<file path="src/source/adc_display_defines.svh">
//~~~~~~~~~~~~~~~~~~~~~~~~~~~~~~~~~~~~~~~~~~~~~~~~~
// build-time constants for the ADC polling display
// include in any module that needs bus or scan timing
//~~~~~~~~~~~~~~~~~~~~~~~~~~~~~~~~~~~~~~~~~~~~~~~~~
`ifndef ADC_DISPLAY_DEFINES_SVH
`define ADC_DISPLAY_DEFINES_SVH

// converter on the I2C bus
`define ADC_DEV_ADDR 7'h54 // 7-bit device address
`define ADC_REG_ADDR 8'h00 // conversion result register

// idle cycles between STOP and next START
// kept short so a simulation sees many readings
`define ADC_POLL_CYCLES 2000

// sys_clk cycles per quarter of one SCL bit
`define ADC_SCL_DIV 4

// dwell per display digit, in sys_clk cycles
`define SEG_SCAN_CYCLES 16

`endif
</file>
<file path="src/source/display_pkg.sv">
//~~~~~~~~~~~~~~~~~~~~~~~~~~~~~~~~~~~~~~~~~~~~~~~~~
// digit codes, frame and segment types for the
// seven-segment path from formatter to scanner
//~~~~~~~~~~~~~~~~~~~~~~~~~~~~~~~~~~~~~~~~~~~~~~~~~
package display_pkg;

	typedef enum logic [3:0] {
		DIG_0     = 4'd0,
		DIG_1     = 4'd1,
		DIG_2     = 4'd2,
		DIG_3     = 4'd3,
		DIG_4     = 4'd4,
		DIG_5     = 4'd5,
		DIG_6     = 4'd6,
		DIG_7     = 4'd7,
		DIG_8     = 4'd8,
		DIG_9     = 4'd9,
		DIG_BLANK = 4'd10,
		DIG_E     = 4'd11, // error
		DIG_R     = 4'd13, // lower-case r of the error word
		DIG_A     = 4'd15  // leading marker
	} digit_code_e;

	// d0 is the rightmost digit
	typedef struct packed {
		digit_code_e d7;
		digit_code_e d6;
		digit_code_e d5;
		digit_code_e d4;
		digit_code_e d3;
		digit_code_e d2;
		digit_code_e d1;
		digit_code_e d0;
	} seg_frame_t;

	typedef logic [7:0] seg_pattern_t; // active low, {dp, g..a}

endpackage

</file>
<file path="src/source/seg_scanner.sv">
//~~~~~~~~~~~~~~~~~~~~~~~~~~~~~~~~~~~~~~~~~~~~~~~~~
// drives the eight digits one at a time from the
// held frame, selects and segments active low
//~~~~~~~~~~~~~~~~~~~~~~~~~~~~~~~~~~~~~~~~~~~~~~~~~
`include "adc_display_defines.svh"

module seg_scanner
	import display_pkg::*;
(
	input  logic         sys_clk,
	input  logic         sys_rst_n,
	input  seg_frame_t   frame,
	input  logic         frame_upd,
	output seg_pattern_t seg_number,
	output logic [7:0]   seg_choice
);
	localparam int SCAN  = `SEG_SCAN_CYCLES;
	localparam int CNT_W = (SCAN > 1) ? $clog2(SCAN) : 1;

	logic [CNT_W-1:0] dwell_cnt;
	logic [2:0]       digit_idx;
	logic [31:0]      frame_bits;
	digit_code_e      cur_digit;

	// segments {dp, g, f, e, d, c, b, a}, dp always off
	function automatic seg_pattern_t seg_decode(input digit_code_e d);
		case (d)
			DIG_0:   return 8'hC0;
			DIG_1:   return 8'hF9;
			DIG_2:   return 8'hA4;
			DIG_3:   return 8'hB0;
			DIG_4:   return 8'h99;
			DIG_5:   return 8'h92;
			DIG_6:   return 8'h82;
			DIG_7:   return 8'hF8;
			DIG_8:   return 8'h80;
			DIG_9:   return 8'h90;
			DIG_A:   return 8'h88;
			DIG_E:   return 8'h86;
			DIG_R:   return 8'hAF; // segments e and g
			default: return 8'hFF; // blank
		endcase
	endfunction

	assign frame_bits = frame;
	assign cur_digit  = digit_code_e'(frame_bits[{digit_idx, 2'b00} +: 4]);
	assign seg_number = seg_decode(cur_digit);
	assign seg_choice = ~(8'b0000_0001 << digit_idx);

	always_ff @(posedge sys_clk or negedge sys_rst_n) begin
		if (!sys_rst_n) begin
			dwell_cnt <= '0;
			digit_idx <= '0;
		end else if (frame_upd) begin
			dwell_cnt <= '0; // new frame starts at digit 0
			digit_idx <= '0;
		end else if (dwell_cnt == CNT_W'(SCAN - 1)) begin
			dwell_cnt <= '0;
			digit_idx <= digit_idx + 1'b1;
		end else begin
			dwell_cnt <= dwell_cnt + 1'b1;
		end
	end

endmodule

</file>
<file path="config.mk">
export PLATFORM = sky130hd
export DESIGN_NAME = seg_scanner
export DESIGN_NICKNAME = d
export VERILOG_FILES = /design/src/source/display_pkg.sv /design/src/source/seg_scanner.sv
export VERILOG_INCLUDE_DIRS = /design/src /design/src/source
export SDC_FILE = /design/constraint.sdc
export NUM_CORES = 1
export LEC_CHECK = 0
export BUFFER_PORTS_ARGS = -buffer_cell sky130_fd_sc_hd__buf_2
export CAP_MARGIN = 20
export CORE_AREA = 2 2 52 54
export CTS_CLUSTER_DIAMETER = 80
export DETAILED_ROUTE_END_ITERATION = 10
export DIE_AREA = 0 0 54 56
export HOLD_SLACK_MARGIN = 0.02
export PLACE_DENSITY = 0.74
export SYNTH_ARGS = -nofsm -noshare
export SYNTH_HDL_FRONTEND = slang
export SYNTH_SLANG_ARGS = --single-unit
</file>
<file path="constraint.sdc">
create_clock -name sys_clk -period 2.25 [get_ports sys_clk]
set_input_delay 0.225 -clock sys_clk [delete_from_list [all_inputs] [get_ports sys_clk]]
set_output_delay 0.225 -clock sys_clk [all_outputs]
set_load 0.1 [all_outputs]
</file>
==> flow_metrics.py <==
metrics = {
    "status": {
        "status": "finished, violations left",
        "violations": "setup timing",
    },
    "logic_synthesis": {
        "synth_warnings": 0,
        "synth_area_sq_um": 955,
        "synth_area_per_cell_sq_um": 9.74,
        "async_reset_ff_frac": 1.00,
        "synth_nets": 147,
        "synth.distinct_cells": 32,
        "synth_ff_type": "dfrtp_1",
        "synth_edf_count": 0,
        "yosys-top-cells-area": "dfrtp_1, ha_1, mux4_1",
        "synthCells": 98,
        "synth-seq-cells": 7,
        "synth_top_area_frac": 0.183,
        "yosysTopAreaCell": "dfrtp_1",
        "synth-seq-area-share": 0.183,
    },
    "power_and_ir_drop": {
        "clkPwrFrac": 0.198,
        "p_seq_frac": 0.225,
        "p_int_w": 0.000344,
        "peakVddDrop_uv": 377,
        "p_switching_w": 0.000253,
        "pwr-share-comb": 0.577,
        "p_leak_nw": 0.757,
        "p_total_w": 0.000598,
        "p_sw_frac": 0.424,
        "p_per_area_nw_per_um2": 355,
    },
    "critical_path": {
        "cp.arrival_ns": 2.36,
        "path_class": "flop to output pin",
        "cp-end-kind": "output pin",
        "critical_path_required_ns": 2.03,
        "reg2reg_depth": 4,
        "r2r_setup_slack_ns": 0.80,
        "cp_max_fo": 7,
        "critical_path.startpoint_type": "flop",
    },
    "global_routing": {
        "grt_pass1_wl_microns": 4770,
        "grt_usage": 0.204,
        "grt_max_degree": 10,
        "overflow": 0,
        "antenna_found_initial": 0,
        "grt_pass1_vias": 1088,
    },
    "drt": {
        "wire_per_inst_microns": 13.5,
        "drt_wl_total_microns": 2630,
        "vias_per_cell": 5.12,
        "firstDrtPassIters": 4,
        "vias": 994,
        "postRouteAntennaNets": 0,
        "drt_iter0_drc": 22,
        "drc": 0,
    },
    "sta": {
        "rsz0062_at_grt": "true",
        "fin_skew_ns": 0.00352,
        "hold_viol": 0,
        "finalCritPeriodShare": 1.15,
        "max_freq_mhz": 386,
        "drv_slew": 0,
        "holdWs_ns": 0.220,
        "setup_ws_ns": -0.340,
        "period_needed_ns": 2.59,
        "setup-violations-final": 7,
    },
    "clock_tree": {
        "cts.path.max_buffers": 2,
        "tritoncts": "yes",
        "h-tree-depth": 1,
        "clkTransAtPathRegs_ns": 0.06,
        "cts_root_buf": "clkbuf_4",
        "clk_latency_ns": 0.26,
        "clock-sinks": 7,
        "cts_made_buffers": 3,
    },
    "worst_hold_path": {
        "min_path_type": "input port to flop",
        "whs_path_depth": 2,
    },
    "placement": {
        "gp_congestion": 0.824,
        "place_ws_ns": -0.213,
        "io_buffers": 49,
        "dp_hpwl_microns": 2150,
    },
    "floorplan": {
        "core_sq_um": 2430,
        "die_area_sq_um": 3020,
        "dieHeight_microns": 56,
        "die_w_microns": 54,
        "initial_utilization": 0.392,
        "rows": 18,
        "io-pin-count": 51,
    },
    "run": {
        "maxCapViolations": 0,
    },
    "cells_and_area": {
        "final_nets": 214,
        "diodes": 0,
        "area_growth_pct": 76.3,
        "finish.utilization": 0.692,
        "drive_gt1_frac": 0.665,
    },
}
## timing repair
item | in CTS | in global routing
pin swaps | 4 | 4
hold buffers | 1 | 0
buffers inserted | 1 | 0
endpoints found under the hold margin | 7 | 0
resized for setup | 18 | 5
setup endpoints to repair | 7 | 7
## worst max-delay path, stage by stage (launching register included)
cell and delay (ns):
dfrtp_2 0.45, mux4_2 0.51, mux2_4 0.35, inv_6 0.11
ha_4 0.22, nand2_4 0.07, o21ai_2 0.06, a21oi_4 0.14
buf_12 0.18
## flip-flops by register name (all words and copies together), names as in the netlist
register and count:
dwell_cnt 4, digit_idx 3
## cells in the final DEF (no fill, tap or decap), types with 4 or more instances in the layout
cell / Yosys / routed
buf_4: 1 / 14
nor2_1: 5 / 5
dfrtp_1: 7 / 6
buf_12: 0 / 7
inv_1: 8 / 6
mux4_2: 4 / 8
ha_1: 14 / 10
nand2_4: 0 / 4
buf_2: 0 / 42
a21oi_1: 8 / 4
nand2_1: 15 / 11
## final cells by class
class	instances	area [sq um]
Clock buffer	4	26.3
Fill cell	195	749
Inverter	9	38.8
Multi-Input combinational cell	77	901
Sequential cell	7	176
Tap cell	30	37.5
Timing Repair Buffer	67	503
## synth_stat cells (3+ instances only)
cell     instances
a21oi_1          8
dfrtp_1          7
ha_1            14
inv_1            8
mux2i_1          3
mux4_1           4
mux4_2           4
nand2_1         15
nor2_1           5
o21ai_1          3
## stage by stage
| stage | TNS [ns] | instances | instance area [sq um] |
|---|---|---|---|
| global route | -2.85 | 194 | 1680 |
| floorplan | -1.64 | 98 | 1100 |
| detailed placement | -1.34 | 188 | 1570 |
| finish | -2.19 | 194 | 1680 |
| global placement | -0.957 | 188 | 1570 |
| CTS | -2.26 | 194 | 1660 |
## path summary, 6_finish.rpt
path | to | from
max | seg_number[3] | digit_idx[0]
min | dwell_cnt[2] | frame_upd
max reg2reg | digit_idx[2] | digit_idx[1]
min reg2reg | dwell_cnt[0] | dwell_cnt[0]
max in group asynchronous | digit_idx[0] | sys_rst_n
min in group asynchronous | dwell_cnt[2] | sys_rst_n
## kinds of logic (layout without fill, tap and decap cells)
group / Yosys count / after routing / share of synthesized area
simple gates: 28 / 28 / 0.132
compound gates: 17 / 17 / 0.105
mux: 15 / 15 / 0.299
fa+ha+maj: 14 / 14 / 0.183
buf+inv: 14 / 80 / 0.0747
flops: 7 / 7 / 0.183
xor+xnor: 2 / 2 / 0.0184
other cells: 1 / 1 / 0.00393
## metal layers
metal / up-vias / GRT usage / routed length (microns) / share of wire
met5: - / 0 / 0 / 0
met4: 0 / 0.0750 / 65 / 0.025
met3: 8 / 0.0242 / 98 / 0.037
met2: 36 / 0.371 / 1450 / 0.55
met1: 473 / 0.234 / 1020 / 0.39
li1: 477 / - / - / -
## power by group through the flow
stage,sequential [W],clock (W),combinational [W]
final,0.000134,0.000119,0.000344
after global routing,0.000135,0.000132,0.000363
after CTS,0.000134,0.000120,0.000340
after detailed placement,0.000137,0,0.000320
after global placement,0.000136,0,0.000315
after floorplan,0.000136,0,0.000205
Power figures use the tool's default switching activity.
