File: src/source/adc_display_defines.svh
//~~~~~~~~~~~~~~~~~~~~~~~~~~~~~~~~~~~~~~~~~~~~~~~~~
// build-time constants for the ADC polling display
// include in any module that needs bus or scan timing
//~~~~~~~~~~~~~~~~~~~~~~~~~~~~~~~~~~~~~~~~~~~~~~~~~
`ifndef ADC_DISPLAY_DEFINES_SVH
`define ADC_DISPLAY_DEFINES_SVH

// converter on the I2C bus
`define ADC_DEV_ADDR 7'h54 // 7-bit device address
`define ADC_REG_ADDR 8'h00 // conversion result register

// idle cycles between STOP and next START
// kept short so a simulation sees many readings
`define ADC_POLL_CYCLES 2000

// sys_clk cycles per quarter of one SCL bit
`define ADC_SCL_DIV 4

// dwell per display digit, in sys_clk cycles
`define SEG_SCAN_CYCLES 16

`endif
File: src/source/display_pkg.sv
//~~~~~~~~~~~~~~~~~~~~~~~~~~~~~~~~~~~~~~~~~~~~~~~~~
// digit codes, frame and segment types for the
// seven-segment path from formatter to scanner
//~~~~~~~~~~~~~~~~~~~~~~~~~~~~~~~~~~~~~~~~~~~~~~~~~
package display_pkg;

	typedef enum logic [3:0] {
		DIG_0     = 4'd0,
		DIG_1     = 4'd1,
		DIG_2     = 4'd2,
		DIG_3     = 4'd3,
		DIG_4     = 4'd4,
		DIG_5     = 4'd5,
		DIG_6     = 4'd6,
		DIG_7     = 4'd7,
		DIG_8     = 4'd8,
		DIG_9     = 4'd9,
		DIG_BLANK = 4'd10,
		DIG_E     = 4'd11, // error
		DIG_R     = 4'd13, // lower-case r of the error word
		DIG_A     = 4'd15  // leading marker
	} digit_code_e;

	// d0 is the rightmost digit
	typedef struct packed {
		digit_code_e d7;
		digit_code_e d6;
		digit_code_e d5;
		digit_code_e d4;
		digit_code_e d3;
		digit_code_e d2;
		digit_code_e d1;
		digit_code_e d0;
	} seg_frame_t;

	typedef logic [7:0] seg_pattern_t; // active low, {dp, g..a}

endpackage

File: src/source/adc_sample_if.sv
//~~~~~~~~~~~~~~~~~~~~~~~~~~~~~~~~~~~~~~~~~~~~~~~~~
// reading and status from the I2C reader to the
// BCD formatter, all driven by the reader
//~~~~~~~~~~~~~~~~~~~~~~~~~~~~~~~~~~~~~~~~~~~~~~~~~
interface adc_sample_if;

	logic [7:0] sample;     // byte read from the converter
	logic       sample_vld; // one-cycle, sample valid now
	logic       nack_err;   // one-cycle, converter did not ack
	logic       busy;       // transaction on the bus

	modport producer (
		output sample, sample_vld, nack_err, busy
	);

	modport consumer (
		input sample, sample_vld, nack_err, busy
	);

endinterface

File: src/source/bcd_formatter.sv
//~~~~~~~~~~~~~~~~~~~~~~~~~~~~~~~~~~~~~~~~~~~~~~~~~
// turns each reading into a decimal display frame
// by an 8-step double-dabble, holds it until the next
//~~~~~~~~~~~~~~~~~~~~~~~~~~~~~~~~~~~~~~~~~~~~~~~~~
module bcd_formatter
	import display_pkg::*;
(
	input  logic           sys_clk,
	input  logic           sys_rst_n,
	adc_sample_if.consumer smp,
	output seg_frame_t     frame,
	output logic           frame_upd
);
	localparam seg_frame_t IDLE_FRAME = '{d7: DIG_A, default: DIG_BLANK};
	localparam seg_frame_t ERR_FRAME  = '{d7: DIG_E, d6: DIG_R, d5: DIG_R, default: DIG_BLANK};

	logic        conv_act;
	logic [2:0]  step;
	logic [7:0]  bin_sr;
	logic [11:0] bcd;     // hundreds, tens, units
	logic [11:0] bcd_adj;
	logic [11:0] bcd_nxt;
	logic        take;

	function automatic logic [3:0] add3(input logic [3:0] d);
		return (d > 4'd4) ? d + 4'd3 : d;
	endfunction

	// leading zeros blanked, units always shown
	function automatic seg_frame_t number_frame(input logic [11:0] v);
		seg_frame_t f;
		f    = '{d7: DIG_A, default: DIG_BLANK};
		f.d2 = (v[11:8] == 4'd0) ? DIG_BLANK : digit_code_e'(v[11:8]);
		f.d1 = (v[11:4] == 8'd0) ? DIG_BLANK : digit_code_e'(v[7:4]);
		f.d0 = digit_code_e'(v[3:0]);
		return f;
	endfunction

	assign take    = smp.sample_vld && !conv_act;
	assign bcd_adj = {add3(bcd[11:8]), add3(bcd[7:4]), add3(bcd[3:0])};
	assign bcd_nxt = {bcd_adj[10:0], bin_sr[7]};

	always_ff @(posedge sys_clk) begin
		if (take) begin
			bin_sr <= smp.sample;
			bcd    <= '0;
		end else if (conv_act) begin
			bin_sr <= {bin_sr[6:0], 1'b0};
			bcd    <= bcd_nxt;
		end
	end

	always_ff @(posedge sys_clk or negedge sys_rst_n) begin
		if (!sys_rst_n) begin
			conv_act  <= 1'b0;
			step      <= '0;
			frame     <= IDLE_FRAME;
			frame_upd <= 1'b0;
		end else begin
			frame_upd <= 1'b0;
			if (conv_act) begin
				step <= step + 1'b1;
				if (step == 3'd7) begin
					conv_act  <= 1'b0;
					frame     <= number_frame(bcd_nxt); // last shift feeds the frame
					frame_upd <= 1'b1;
				end
			end else if (take) begin
				conv_act <= 1'b1;
				step     <= '0;
			end else if (smp.nack_err) begin
				frame     <= ERR_FRAME;
				frame_upd <= 1'b1;
			end
		end
	end

endmodule

File: src/flat_wrapper.sv
// flat-port wrapper written by rule: the top's interface ports become plain ports
module bcd_formatter_flat import display_pkg::*;
  (sys_clk, sys_rst_n, frame, frame_upd, smp_sample, smp_sample_vld, smp_nack_err, smp_busy);
  adc_sample_if smp_i ();
  input  logic sys_clk;
  input  logic sys_rst_n;
  output seg_frame_t frame;
  output logic frame_upd;
  input wire logic [$bits(smp_i.sample)-1:0] smp_sample;
  input wire logic [$bits(smp_i.sample_vld)-1:0] smp_sample_vld;
  input wire logic [$bits(smp_i.nack_err)-1:0] smp_nack_err;
  input wire logic [$bits(smp_i.busy)-1:0] smp_busy;
  assign smp_i.sample = smp_sample;
  assign smp_i.sample_vld = smp_sample_vld;
  assign smp_i.nack_err = smp_nack_err;
  assign smp_i.busy = smp_busy;
  bcd_formatter u_core (.sys_clk(sys_clk), .sys_rst_n(sys_rst_n), .smp(smp_i), .frame(frame), .frame_upd(frame_upd));
endmodule
File: config.mk
export PLATFORM = sky130hd
export DESIGN_NAME = bcd_formatter_flat
export DESIGN_NICKNAME = d
export VERILOG_FILES = /design/src/source/adc_display_defines.svh /design/src/source/display_pkg.sv /design/src/source/adc_sample_if.sv /design/src/source/bcd_formatter.sv /design/src/flat_wrapper.sv
export SDC_FILE = /design/constraint.sdc
export NUM_CORES = 1
export LEC_CHECK = 0
export BUFFER_PORTS_ARGS = -buffer_cell sky130_fd_sc_hd__buf_2
export CELL_PAD_IN_SITES_DETAIL_PLACEMENT = 1
export CELL_PAD_IN_SITES_GLOBAL_PLACEMENT = 1
export CORE_MARGIN = 5
export CORE_UTILIZATION = 30
export DETAILED_ROUTE_END_ITERATION = 10
export HOLD_SLACK_MARGIN = 0.12
export PLACE_DENSITY_LB_ADDON = 0.1
export SLEW_MARGIN = 20
export SYNTH_ARGS = -nofsm -noshare
export SYNTH_HDL_FRONTEND = slang
export SYNTH_SLANG_ARGS = --single-unit
export TNS_END_PERCENT = 100
File: constraint.sdc
create_clock -name sys_clk -period 2.99 [get_ports sys_clk]
set_input_delay 0.1495 -clock sys_clk [delete_from_list [all_inputs] [get_ports sys_clk]]
set_output_delay 0.1495 -clock sys_clk [all_outputs]
set_load 0.005 [all_outputs]
==> reports/summary.txt, run 1 <==
GR Util met2 = 20.67%
CTS tree = yes
FF-to-FF Start = u_core.step[0]$_DFFE_PN0P_
prevailing post-synth register cell = dfxtp_1
WL per Instance = 16.17 um
distinct cell type count after synthesis = 46
clk_skew = 0.008862 ns
sequential share of the synthesized area = 48.80%
Place WS = 1.188 ns
Placer Congestion = 0.7662
crit share post-route = 59.66%
Leak Pwr = 0.001039 uW
initial antenna violation count = 0
Clk Tree Root Cell = clkbuf_8
Tmin final = 1.784 ns
DRT iter0 DRCs = 20
maximum vdd drop = 0.3995 mV
busiest layer in global routing = met2
Max clock buf depth = 2
pin count of the biggest net entering global routing = 20
EDFF count, synth = 8
initial core utilization = 30.96%
final HPWL from detailed placement = 3.695 mm
final wirelength = 4.834 mm
Routed Antenna Nets = 0
R2R Setup Slk = 1.21 ns
register clock-pin slew on the reported worst setup and hold paths = 0.08 ns
Num CTS Buffers = 5
share of layout cells above drive strength 1 = 29.28%
ant diodes = 0
area grow syn2layout = 14.37%
hold slack = 0.1590 ns
Cell Chain, Critical Path = ha_1 -> ha_1 -> nand2_1 -> and2_1 -> clkinv_2 -> o22a_1
Worst path max stage delay = 0.41 ns
Max Clock Freq = 560.6 MHz
Hold Fails Final Rpt = 0
fin util = 35.40%
post-route setup slack = 1.206 ns
Setup-failing EPs final = 0
Yosys reg bits = 39
IO Pins = 46
reg2reg end = u_core.frame[3]$_DFFE_PN1P_
Hold Path Origin = smp_sample[3]
via/cell ratio = 4.813
Worst Hold End = u_core.bin_sr[3]$_DFFE_PP_
YS warnings = 0
row count = 29
postcts setup bufs = 0
Critical Path RT = 3.21 ns
outcome = finished, final reports clean
pwr dens = 1169 mW/mm2
Crit Path Class = register to register
Max-Cap Viols = 0
Slowest-stage cell, CP = dfrtp_1
Post-CTS Resized = 0
setup TNS = 0 ns
clk_lat worst skew = 0.29 ns
Syn Inst Count = 192
core box area = 0.006386 mm2
Worst EP arrival = 2.00 ns
DR pass1 iterations = 3
vias in the first global route = 1526
Nets = 242
ys async rst share = 48.72%
peak fanout along the critical path = 9
met1 GRT Util = 14.04%
total grt overflow = 0
Critical Path Start Type = register
H-Tree Depth = 2
global-route wire length before repair = 7.769 mm
die height = 91.18 um
GRT met3 Usage = 3.058%
Die X-Extent = 91.18 um
die area = 0.008313 mm2
CTS sink count = 39
via count = 1439
Hold Path Class = input port to register
most frequent cell on the critical path = ha_1
RSZ-0062 raised after global routing = no
port bufs = 31
Max Slew Vio Count = 0
DRC Markers = 0
hold path depth = 2
nature of the critical path endpoint = register
Synth Cell Area = 0.001977 mm2
R2R depth = 6
GRT Util Overall = 11.70%
syn_area_per_cell = 10.30 um2
==> critical path: cells and delay by family (launching register included) <==
kind	cells	cell delay, ns
adder cells (fa/ha/maj)	2	0.44
AND/OR/NAND/NOR	2	0.42
flip-flops	1	0.41
AO/OA/AOI/OAI	1	0.24
buffers and inverters	1	0.21
==> layout by cell type, fill, tap and decap left out, types with 3 or more instances in the layout <==
| cell type | instances |
|---|---|
| xnor2_1 | 3 |
| nor2b_1 | 3 |
| conb_1 | 13 |
| nor2_1 | 10 |
| clkbuf_8 | 6 |
| inv_1 | 10 |
| dfstp_2 | 7 |
| o32a_1 | 3 |
| buf_2 | 31 |
| mux2i_1 | 3 |
| o21ai_0 | 18 |
| a21oi_1 | 5 |
| mux2_2 | 7 |
| edfxtp_1 | 8 |
| o31ai_1 | 3 |
| dfxtp_1 | 12 |
| a22o_1 | 4 |
| nand2_1 | 21 |
| dfrtp_1 | 12 |
| ha_1 | 8 |
==> per-stage QoR <==
stage	cell area, um2	total power, uW	instances
3_3_place_gp	2123	2130	289
4_1_cts	2261	2691	299
5_1_grt	2261	2857	299
3_5_place_dp	2123	2216	289
6_report	2261	2643	299
2_1_floorplan	2018	1861	203
==> flip-flops by register name, summed over array words and instances, names as in the netlist <==
name	cells
u_core.bcd	12
u_core.bin_sr	8
u_core.conv_act	1
u_core.frame	14
u_core.frame_upd	1
u_core.step	3
==> cells by family after synthesis <==
group	count (synthesis)	synth area share, %
and+or+nand+nor	48	12.03
buffers and inverters	35	10.32
DFF	39	48.80
adders and majority gates	8	5.063
xor gates and xnor gates	3	1.329
other	2	0.3799
AOI/OAI and AO/OA	46	15.89
muxes	11	6.203
==> worst max-delay path by stage <==
stage | start | to | slack (ns) | cells after the start
2_1_floorplan | u_core.bcd[8]$_SDFFE_PP0P_ | u_core.frame[7]$_DFFE_PN1P_ | 1.46 | 6
3_3_place_gp | u_core.step[0]$_DFFE_PN0P_ | u_core.frame[1]$_DFFE_PN1P_ | 1.22 | 6
3_5_place_dp | u_core.step[0]$_DFFE_PN0P_ | u_core.frame[3]$_DFFE_PN1P_ | 1.19 | 6
4_1_cts | u_core.step[0]$_DFFE_PN0P_ | u_core.frame[3]$_DFFE_PN1P_ | 1.17 | 6
5_1_grt | u_core.step[0]$_DFFE_PN0P_ | u_core.frame[11]$_DFFE_PN1P_ | 1.0 | 7
6_report | u_core.step[0]$_DFFE_PN0P_ | u_core.frame[3]$_DFFE_PN1P_ | 1.21 | 6
==> area by class of cell <==
cell class	instances	area (um2)
Clock buffer	6	82.58
Clock inverter	2	35.03
Fill cell	739	4125
Inverter	11	42.54
Multi-Input combinational cell	129	849.6
Sequential cell	39	964.7
Tap cell	77	96.34
Timing Repair Buffer	35	190.2
==> synthesized netlist by cell type (all sizes together), types with 2 or more instances <==
cell type	n	area share, %
a21oi	5	1.3
a22o	4	1.8
a31o	2	0.89
buf	22	7.8
clkbuf	2	0.38
conb	2	0.38
dfrtp	12	15
dfstp	7	9.3
dfxtp	12	12
edfxtp	8	12
ha	8	5.1
inv	10	1.9
mux2	7	4.0
mux2i	4	2.2
nand2	21	4.0
nand2b	2	0.63
nor2	12	2.8
nor2b	4	1.6
nor3	3	1.0
o21a	2	0.76
o21ai	19	4.8
o22a	2	0.89
o31ai	3	1.1
o32a	3	1.5
xnor2	3	1.3
==> power breakdown <==
| group | total [uW] | internal [uW] | leakage, uW | switching [uW] |
|---|---|---|---|---|
| clock network | 462 | 270 | 0.0000612 | 191 |
| logic | 1170 | 541 | 0.000563 | 628 |
| registers | 1010 | 831 | 0.000414 | 180 |
| total | 2640 | 1640 | 0.00104 | 1000 |
==> repair_timing <==
item / 4_1_cts / 5_1_grt
setup endpoints to repair: 0 / 0
hold buffers: 2 / 0
hold endpoints to repair: 13 / 0
==> per-layer routing <==
| metal | wire (um) | vias up | part of all wire (%) |
|---|---|---|---|
| met2 | 2468 | 26 | 51 |
| li1 | - | 689 | - |
| met5 | 0 | - | 0 |
| met1 | 2122 | 718 | 44 |
| met4 | 55 | 0 | 1.1 |
| met3 | 189 | 6 | 3.9 |
Power figures use the tool's default switching activity.
==> run 2, diff against run 1 <==
Clock period 2.99 ns to 1.5 ns, I/O delays scaled along.
==> run 2 against run 1 <==
The run now ends with setup timing left. Worst setup slack lost 1.3 ns. Maximum frequency increased by 14%. Utilization increased by 6.7 points. Critical path depth unchanged. Clock-buffer cell count stayed put. Design area grew 19%. Critical endpoint is now u_core.frame[11]$_DFFE_PN1P_. Largest cell class unchanged.
==> reports/summary.txt, run 2 (synthesis results as in run 1) <==
ant diodes = 0 (unchanged)
initial antenna violation count = 0 (unchanged)
Leak Pwr = 0.001214 uW (+17%)
final wirelength = 5.301 mm (+9.7%)
crit share post-route = 104.0% (+44 points)
share of layout cells above drive strength 1 = 45.53% (+16 points)
RSZ-0062 raised after global routing = yes
combinational fraction of design power = 51.1% (+6.8 points)
via count = 1578 (+9.7%)
most frequent cell on the critical path = buf_4
biggest registers after layout = u_core.frame x14, u_core.bcd x12, u_core.bin_sr x8
Largest Register = u_core.frame
NetSw = 2339 uW (+130%)
Setup-failing EPs final = 4 (+4)
Critical Path RT = 1.71 ns (-1.50 ns)
DRC Markers = 0 (unchanged)
Tmin final = 1.561 ns (-0.2230 ns)
IO Pins = 46 (unchanged)
Worst path max stage delay = 0.42 ns (about the same)
R2R depth = 6 (unchanged)
global-route wire length before repair = 8.735 mm (+12%)
DR pass1 iterations = 4 (+1)
violated checks = setup timing
Worst Hold End = u_core.bin_sr[0]$_SDFFCE_PN0P_
Flop pwr share = 32.6% (-5.7 points)
port bufs = 31 (unchanged)
filler cell count in the final layout = 731 (-1.1%)
Critical Path Start Type = register
nature of the critical path endpoint = register
total grt overflow = 0 (unchanged)
fin util = 42.14% (+6.7 points)
die area = 0.008313 mm2 (unchanged)
R2R Setup Slk = -0.06 ns (-1.27 ns)
H-Tree Depth = 2 (unchanged)
Max Clock Freq = 640.7 MHz (+14%)
FF-to-FF Start = u_core.bcd[8]$_SDFFE_PP0P_
Max-Cap Viols = 0 (unchanged)
Int Power = 4046 uW (+150%)
Cell Chain, Critical Path = buf_4 -> buf_4 -> nor3_1 -> o221ai_4 -> buf_4 -> a31oi_1
Nets = 277 (+14%)
reg2reg end = u_core.frame[11]$_DFFE_PN1P_
CTS sink count = 39 (unchanged)
most common cell after layout, fill and taps aside = buf_2
Clk Tree Root Cell = clkbuf_8
clock power share = 16.4% (-1.1 points)
Crit Path Class = register to register
Die X-Extent = 91.18 um (unchanged)
Switching Share = 36.63% (-1.2 points)
area grow syn2layout = 36.14%
core box area = 0.006386 mm2 (unchanged)
via/cell ratio = 4.725 (-1.8%)
row count = 29 (unchanged)
post-route setup slack = -0.06067 ns (-1.267 ns)
CP startpoint = u_core.bcd[8]$_SDFFE_PP0P_
design area = 0.002691 mm2 (+19%)
DRT iter0 DRCs = 31 (+55%)
hold slack = 0.1340 ns (-0.02498 ns)
Hold Path Class = input port to register
Hold Path Origin = smp_sample[0]
maximum vdd drop = 0.9985 mV (+150%)
initial core utilization = 30.96% (unchanged)
WL per Instance = 15.87 um (-1.8%)
pin count of the biggest net entering global routing = 20 (unchanged)
clk_skew = 0.002578 ns (-0.006284 ns)
Worst EP arrival = 1.77 ns (-0.23 ns)
hold path depth = 2 (unchanged)
register clock-pin slew on the reported worst setup and hold paths = 0.08 ns (about the same)
vias in the first global route = 1733 (+14%)
Max Slew Vio Count = 0 (unchanged)
setup TNS = -0.1842 ns (-0.1842 ns)
Max clock buf depth = 2 (unchanged)
number of flip-flops under the largest register name = 14 (unchanged)
crit path buf inv count = 3 (+2)
Placer Congestion = 0.8086 (+5.5%)
delay-heaviest family, CP = buffers and inverters
Hold Fails Final Rpt = 0 (unchanged)
pwr dens = 2373 mW/mm2 (+100%)
Slowest-stage cell, CP = nor3_1
outcome = finished with violations
Overall Power = 6385 uW (+140%)
die height = 91.18 um (unchanged)
Num CTS Buffers = 5 (unchanged)
peak fanout along the critical path = 3 (-6)
clk_lat worst skew = 0.29 ns (about the same)
Placement Cell Area = 0.002253 mm2 (+6.1%)
CTS tree = yes
most frequent cells in the layout = buf_2 (31), buf_4 (29), nand2_1 (20), conb_1 (13), o21ai_0 (12)
Routed Antenna Nets = 0 (unchanged)
GRT Util Overall = 12.93% (+1.2 points)
final HPWL from detailed placement = 3.854 mm (+4.3%)
## run 2: worst max-delay path by stage
| stage | depth (start not counted) | slack, ns | to |
|---|---|---|---|
| floorplan | 7 | 0.02 | u_core.frame[1]$_DFFE_PN1P_ |
| global placement | 7 | -0.07 | u_core.frame[7]$_DFFE_PN1P_ |
| detailed placement | 7 | -0.15 | u_core.frame[5]$_DFFE_PN1P_ |
| CTS | 7 | -0.03 | u_core.frame[5]$_DFFE_PN1P_ |
| global route | 5 | -0.12 | u_core.frame[9]$_DFFE_PN1P_ |
| finish | 6 | -0.06 | u_core.frame[11]$_DFFE_PN1P_ |
## run 2: power groups by stage
stage,clock [uW],sequential (uW),combinational [uW]
detailed placement,0,2040,2660
global placement,0,2000,2530
floorplan,0,1960,1760
global route,1120,2150,3620
finish,1050,2080,3260
CTS,1070,2060,2970
## run 2: layer usage
metal	vias up	track usage [%]	wire length, um
li1	763	-	-
met1	782	14.99	2262
met2	28	23.86	2791
met3	5	2.893	186
met4	0	3.301	61
met5	-	0	0
## run 2: metrics by stage
step,std cells,setup WS [ns]
floorplan,203,0.01572
global placement,306,-0.06516
CTS,327,-0.03148
detailed placement,306,-0.1510
finish,334,-0.06067
global route,334,-0.1223
## run 2: timing repair
item	in CTS	in global routing
gates resized for setup	24	15
pin swaps	4	7
setup endpoints to repair	16	25
hold buffers	9	0
hold endpoints to repair	28	0
buffers inserted	4	7
## run 2: cell type report
type	count	area, um2	area share [%]
inverter	11	55.05	2.046
clock inverter	2	60.06	2.232
sequential	39	972.2	36.12
multi-input combinational	129	960.9	35.70
tap	77	96.34	3.580
clock buffer	6	72.57	2.696
timing repair buffer	70	474.2	17.62
## run 2: worst register-to-register path, cell delays in order (launching register included)
cell	delay (ns)
dfxtp_2	0.34
buf_4	0.13
buf_4	0.13
nor3_1	0.42
o221ai_4	0.17
buf_4	0.16
a31oi_1	0.14
==> run 3, diff against run 2 <==
Settings changed: RECOVER_POWER set to 100, SLEW_MARGIN 20 to 40.
==> run 3 against run 2 <==
Global-route usage stayed put. Clock-buffer cell count stayed put. Combinational power hardly changed. Critical path type unchanged. Power is 0.12% lower. Wire length hardly changed. The flow still finishes with violations (setup timing).
==> reports/summary.txt, run 3 (synthesis results as in run 1) <==
R2R depth = 6 (unchanged)
DRC Markers = 0 (unchanged)
Flop pwr share = 32.6% (about the same)
final wirelength = 5.300 mm (about the same)
Worst EP arrival = 1.77 ns (about the same)
Die X-Extent = 91.18 um (unchanged)
filler cell count in the final layout = 734 (+0.41%)
delay-heaviest family, CP = buffers and inverters
Tmin final = 1.561 ns (-0.00009940 ns)
Hold Fails Final Rpt = 0 (unchanged)
biggest registers after layout = u_core.frame x14, u_core.bcd x12, u_core.bin_sr x8
R2R Setup Slk = -0.06 ns (about the same)
Switching Share = 36.71% (+0.072 points)
clk_lat worst skew = 0.29 ns (about the same)
initial core utilization = 30.96% (unchanged)
NetSw = 2341 uW (about the same)
maximum vdd drop = 0.9985 mV (about the same)
number of flip-flops under the largest register name = 14 (unchanged)
WL per Instance = 15.87 um (about the same)
Largest Register = u_core.frame
total grt overflow = 0 (unchanged)
initial antenna violation count = 0 (unchanged)
register clock-pin slew on the reported worst setup and hold paths = 0.08 ns (about the same)
DRT iter0 DRCs = 31 (unchanged)
peak fanout along the critical path = 3 (unchanged)
H-Tree Depth = 2 (unchanged)
final HPWL from detailed placement = 3.854 mm (unchanged)
clock power share = 16.4% (about the same)
row count = 29 (unchanged)
CTS tree = yes
violated checks = setup timing
DR pass1 iterations = 4 (unchanged)
reg2reg end = u_core.frame[11]$_DFFE_PN1P_
IO Pins = 46 (unchanged)
most common cell after layout, fill and taps aside = buf_4
Max-Cap Viols = 0 (unchanged)
Num CTS Buffers = 5 (unchanged)
die height = 91.18 um (unchanged)
GRT Util Overall = 12.93% (unchanged)
Max clock buf depth = 2 (unchanged)
Int Power = 4037 uW (-0.23%)
outcome = finished with violations
Worst path max stage delay = 0.42 ns (about the same)
FF-to-FF Start = u_core.bcd[8]$_SDFFE_PP0P_
worst slew pin tran = 1.153 ns
Critical Path RT = 1.71 ns (about the same)
ant diodes = 0 (unchanged)
pin count of the biggest net entering global routing = 20 (unchanged)
area grow syn2layout = 35.89%
die area = 0.008313 mm2 (unchanged)
hold path depth = 2 (unchanged)
Routed Antenna Nets = 0 (unchanged)
port bufs = 31 (unchanged)
Max Clock Freq = 640.8 MHz (about the same)
Crit Path Class = register to register
Max-slew headroom = 23.12%
setup TNS = -0.1841 ns (+0.00007300 ns)
Nets = 277 (unchanged)
Cell Chain, Critical Path = buf_4 -> buf_4 -> nor3_1 -> o221ai_4 -> buf_4 -> a31oi_1
Hold Path Class = input port to register
clk_skew = 0.002524 ns (-0.00005434 ns)
Hold Path Origin = smp_sample[0]
combinational fraction of design power = 51.0% (about the same)
pwr dens = 2374 mW/mm2 (about the same)
Worst Hold End = u_core.bin_sr[0]$_SDFFCE_PN0P_
vias in the first global route = 1733 (unchanged)
via/cell ratio = 4.728 (about the same)
via count = 1579 (+0.063%)
Critical Path Start Type = register
Setup-failing EPs final = 4 (unchanged)
Clk Tree Root Cell = clkbuf_8
share of layout cells above drive strength 1 = 43.97% (-1.6 points)
core box area = 0.006386 mm2 (unchanged)
most frequent cells in the layout = buf_4 (29), buf_2 (27), nand2_1 (20), conb_1 (13), o21ai_0 (12)
Leak Pwr = 0.001201 uW (-1.1%)
RSZ-0062 raised after global routing = yes
Place WS = -0.1510 ns (unchanged)
global-route wire length before repair = 8.735 mm (unchanged)
crit path buf inv count = 3 (unchanged)
Placer Congestion = 0.8086 (unchanged)
CTS sink count = 39 (unchanged)
Max Slew Vio Count = 0 (unchanged)
Slowest-stage cell, CP = nor3_1
nature of the critical path endpoint = register
post-route setup slack = -0.06057 ns (+0.00009940 ns)
most frequent cell on the critical path = buf_4
crit share post-route = 104.0% (about the same)
==> run 3: worst max-delay path by stage <==
stage	from	end	slack [ns]	cells past startpoint
finish	u_core.bcd[8]$_SDFFE_PP0P_	u_core.frame[11]$_DFFE_PN1P_	-0.06	6
global route	u_core.bcd[8]$_SDFFE_PP0P_	u_core.frame[9]$_DFFE_PN1P_	-0.12	5
CTS	u_core.bcd[9]$_SDFFE_PP0P_	u_core.frame[5]$_DFFE_PN1P_	-0.03	7
detailed placement	u_core.bcd[9]$_SDFFE_PP0P_	u_core.frame[5]$_DFFE_PN1P_	-0.15	7
global placement	u_core.bcd[9]$_SDFFE_PP0P_	u_core.frame[7]$_DFFE_PN1P_	-0.07	7
floorplan	u_core.step[0]$_DFFE_PN0P_	u_core.frame[1]$_DFFE_PN1P_	0.02	7
==> run 3: cell type report <==
cell class | instances | area (um2) | area share, %
Sequential cell | 39 | 972.2 | 36.19
Multi-Input combinational cell | 129 | 960.9 | 35.77
Timing Repair Buffer | 70 | 469.2 | 17.47
Tap cell | 77 | 96.34 | 3.586
Clock buffer | 6 | 72.57 | 2.701
Clock inverter | 2 | 60.06 | 2.236
Inverter | 11 | 55.05 | 2.049
==> run 3: worst reg2reg max path, delay by kind of cell (launching register included) <==
family	cells	cell delay, ns
compound gates	2	0.31
simple gates	1	0.42
buf+inv	3	0.42
flops	1	0.34
==> run 3: power groups by stage <==
stage	clock network [uW]	registers, uW	logic [uW]
2_1_floorplan	0	1960	1760
3_3_place_gp	0	2000	2530
3_5_place_dp	0	2040	2660
4_1_cts	1070	2060	2970
5_1_grt	1120	2150	3610
6_report	1050	2080	3250
==> run 3: per-stage QoR <==
| stage | util [%] | instances | power, uW | cell area, um2 | hold WS (ns) |
|---|---|---|---|---|---|
| 2_1_floorplan | - | 203 | 3722 | 2021 | -0.2206 |
| 3_3_place_gp | 35.29 | 306 | 4527 | 2253 | 0.06621 |
| 3_5_place_dp | 35.29 | 306 | 4704 | 2253 | 0.06309 |
| 4_1_cts | 40.46 | 327 | 6105 | 2584 | 0.1335 |
| 5_1_grt | 42.07 | 334 | 6884 | 2686 | 0.1403 |
| 6_report | 42.07 | 334 | 6378 | 2686 | 0.1340 |
==> run 3: timing repair <==
item                                   in CTS  in global routing
hold buffers                                9                  0
buffers inserted                            4                  7
endpoints found under the hold margin      28                  0
setup endpoints to repair                  16                 25
cloned                                      0                  0
resized for setup                          24                 15
pin swaps                                   4                  7
==> run 3: layer usage <==
| metal | share of wire [%] | routed length, um | track usage, % | vias up |
|---|---|---|---|---|
| met3 | 3.5 | 186 | 2.893 | 5 |
| met4 | 1.2 | 61 | 3.301 | 0 |
| li1 | - | - | - | 763 |
| met2 | 53 | 2793 | 23.86 | 28 |
| met5 | 0 | 0 | 0 | - |
| met1 | 43 | 2259 | 14.99 | 783 |
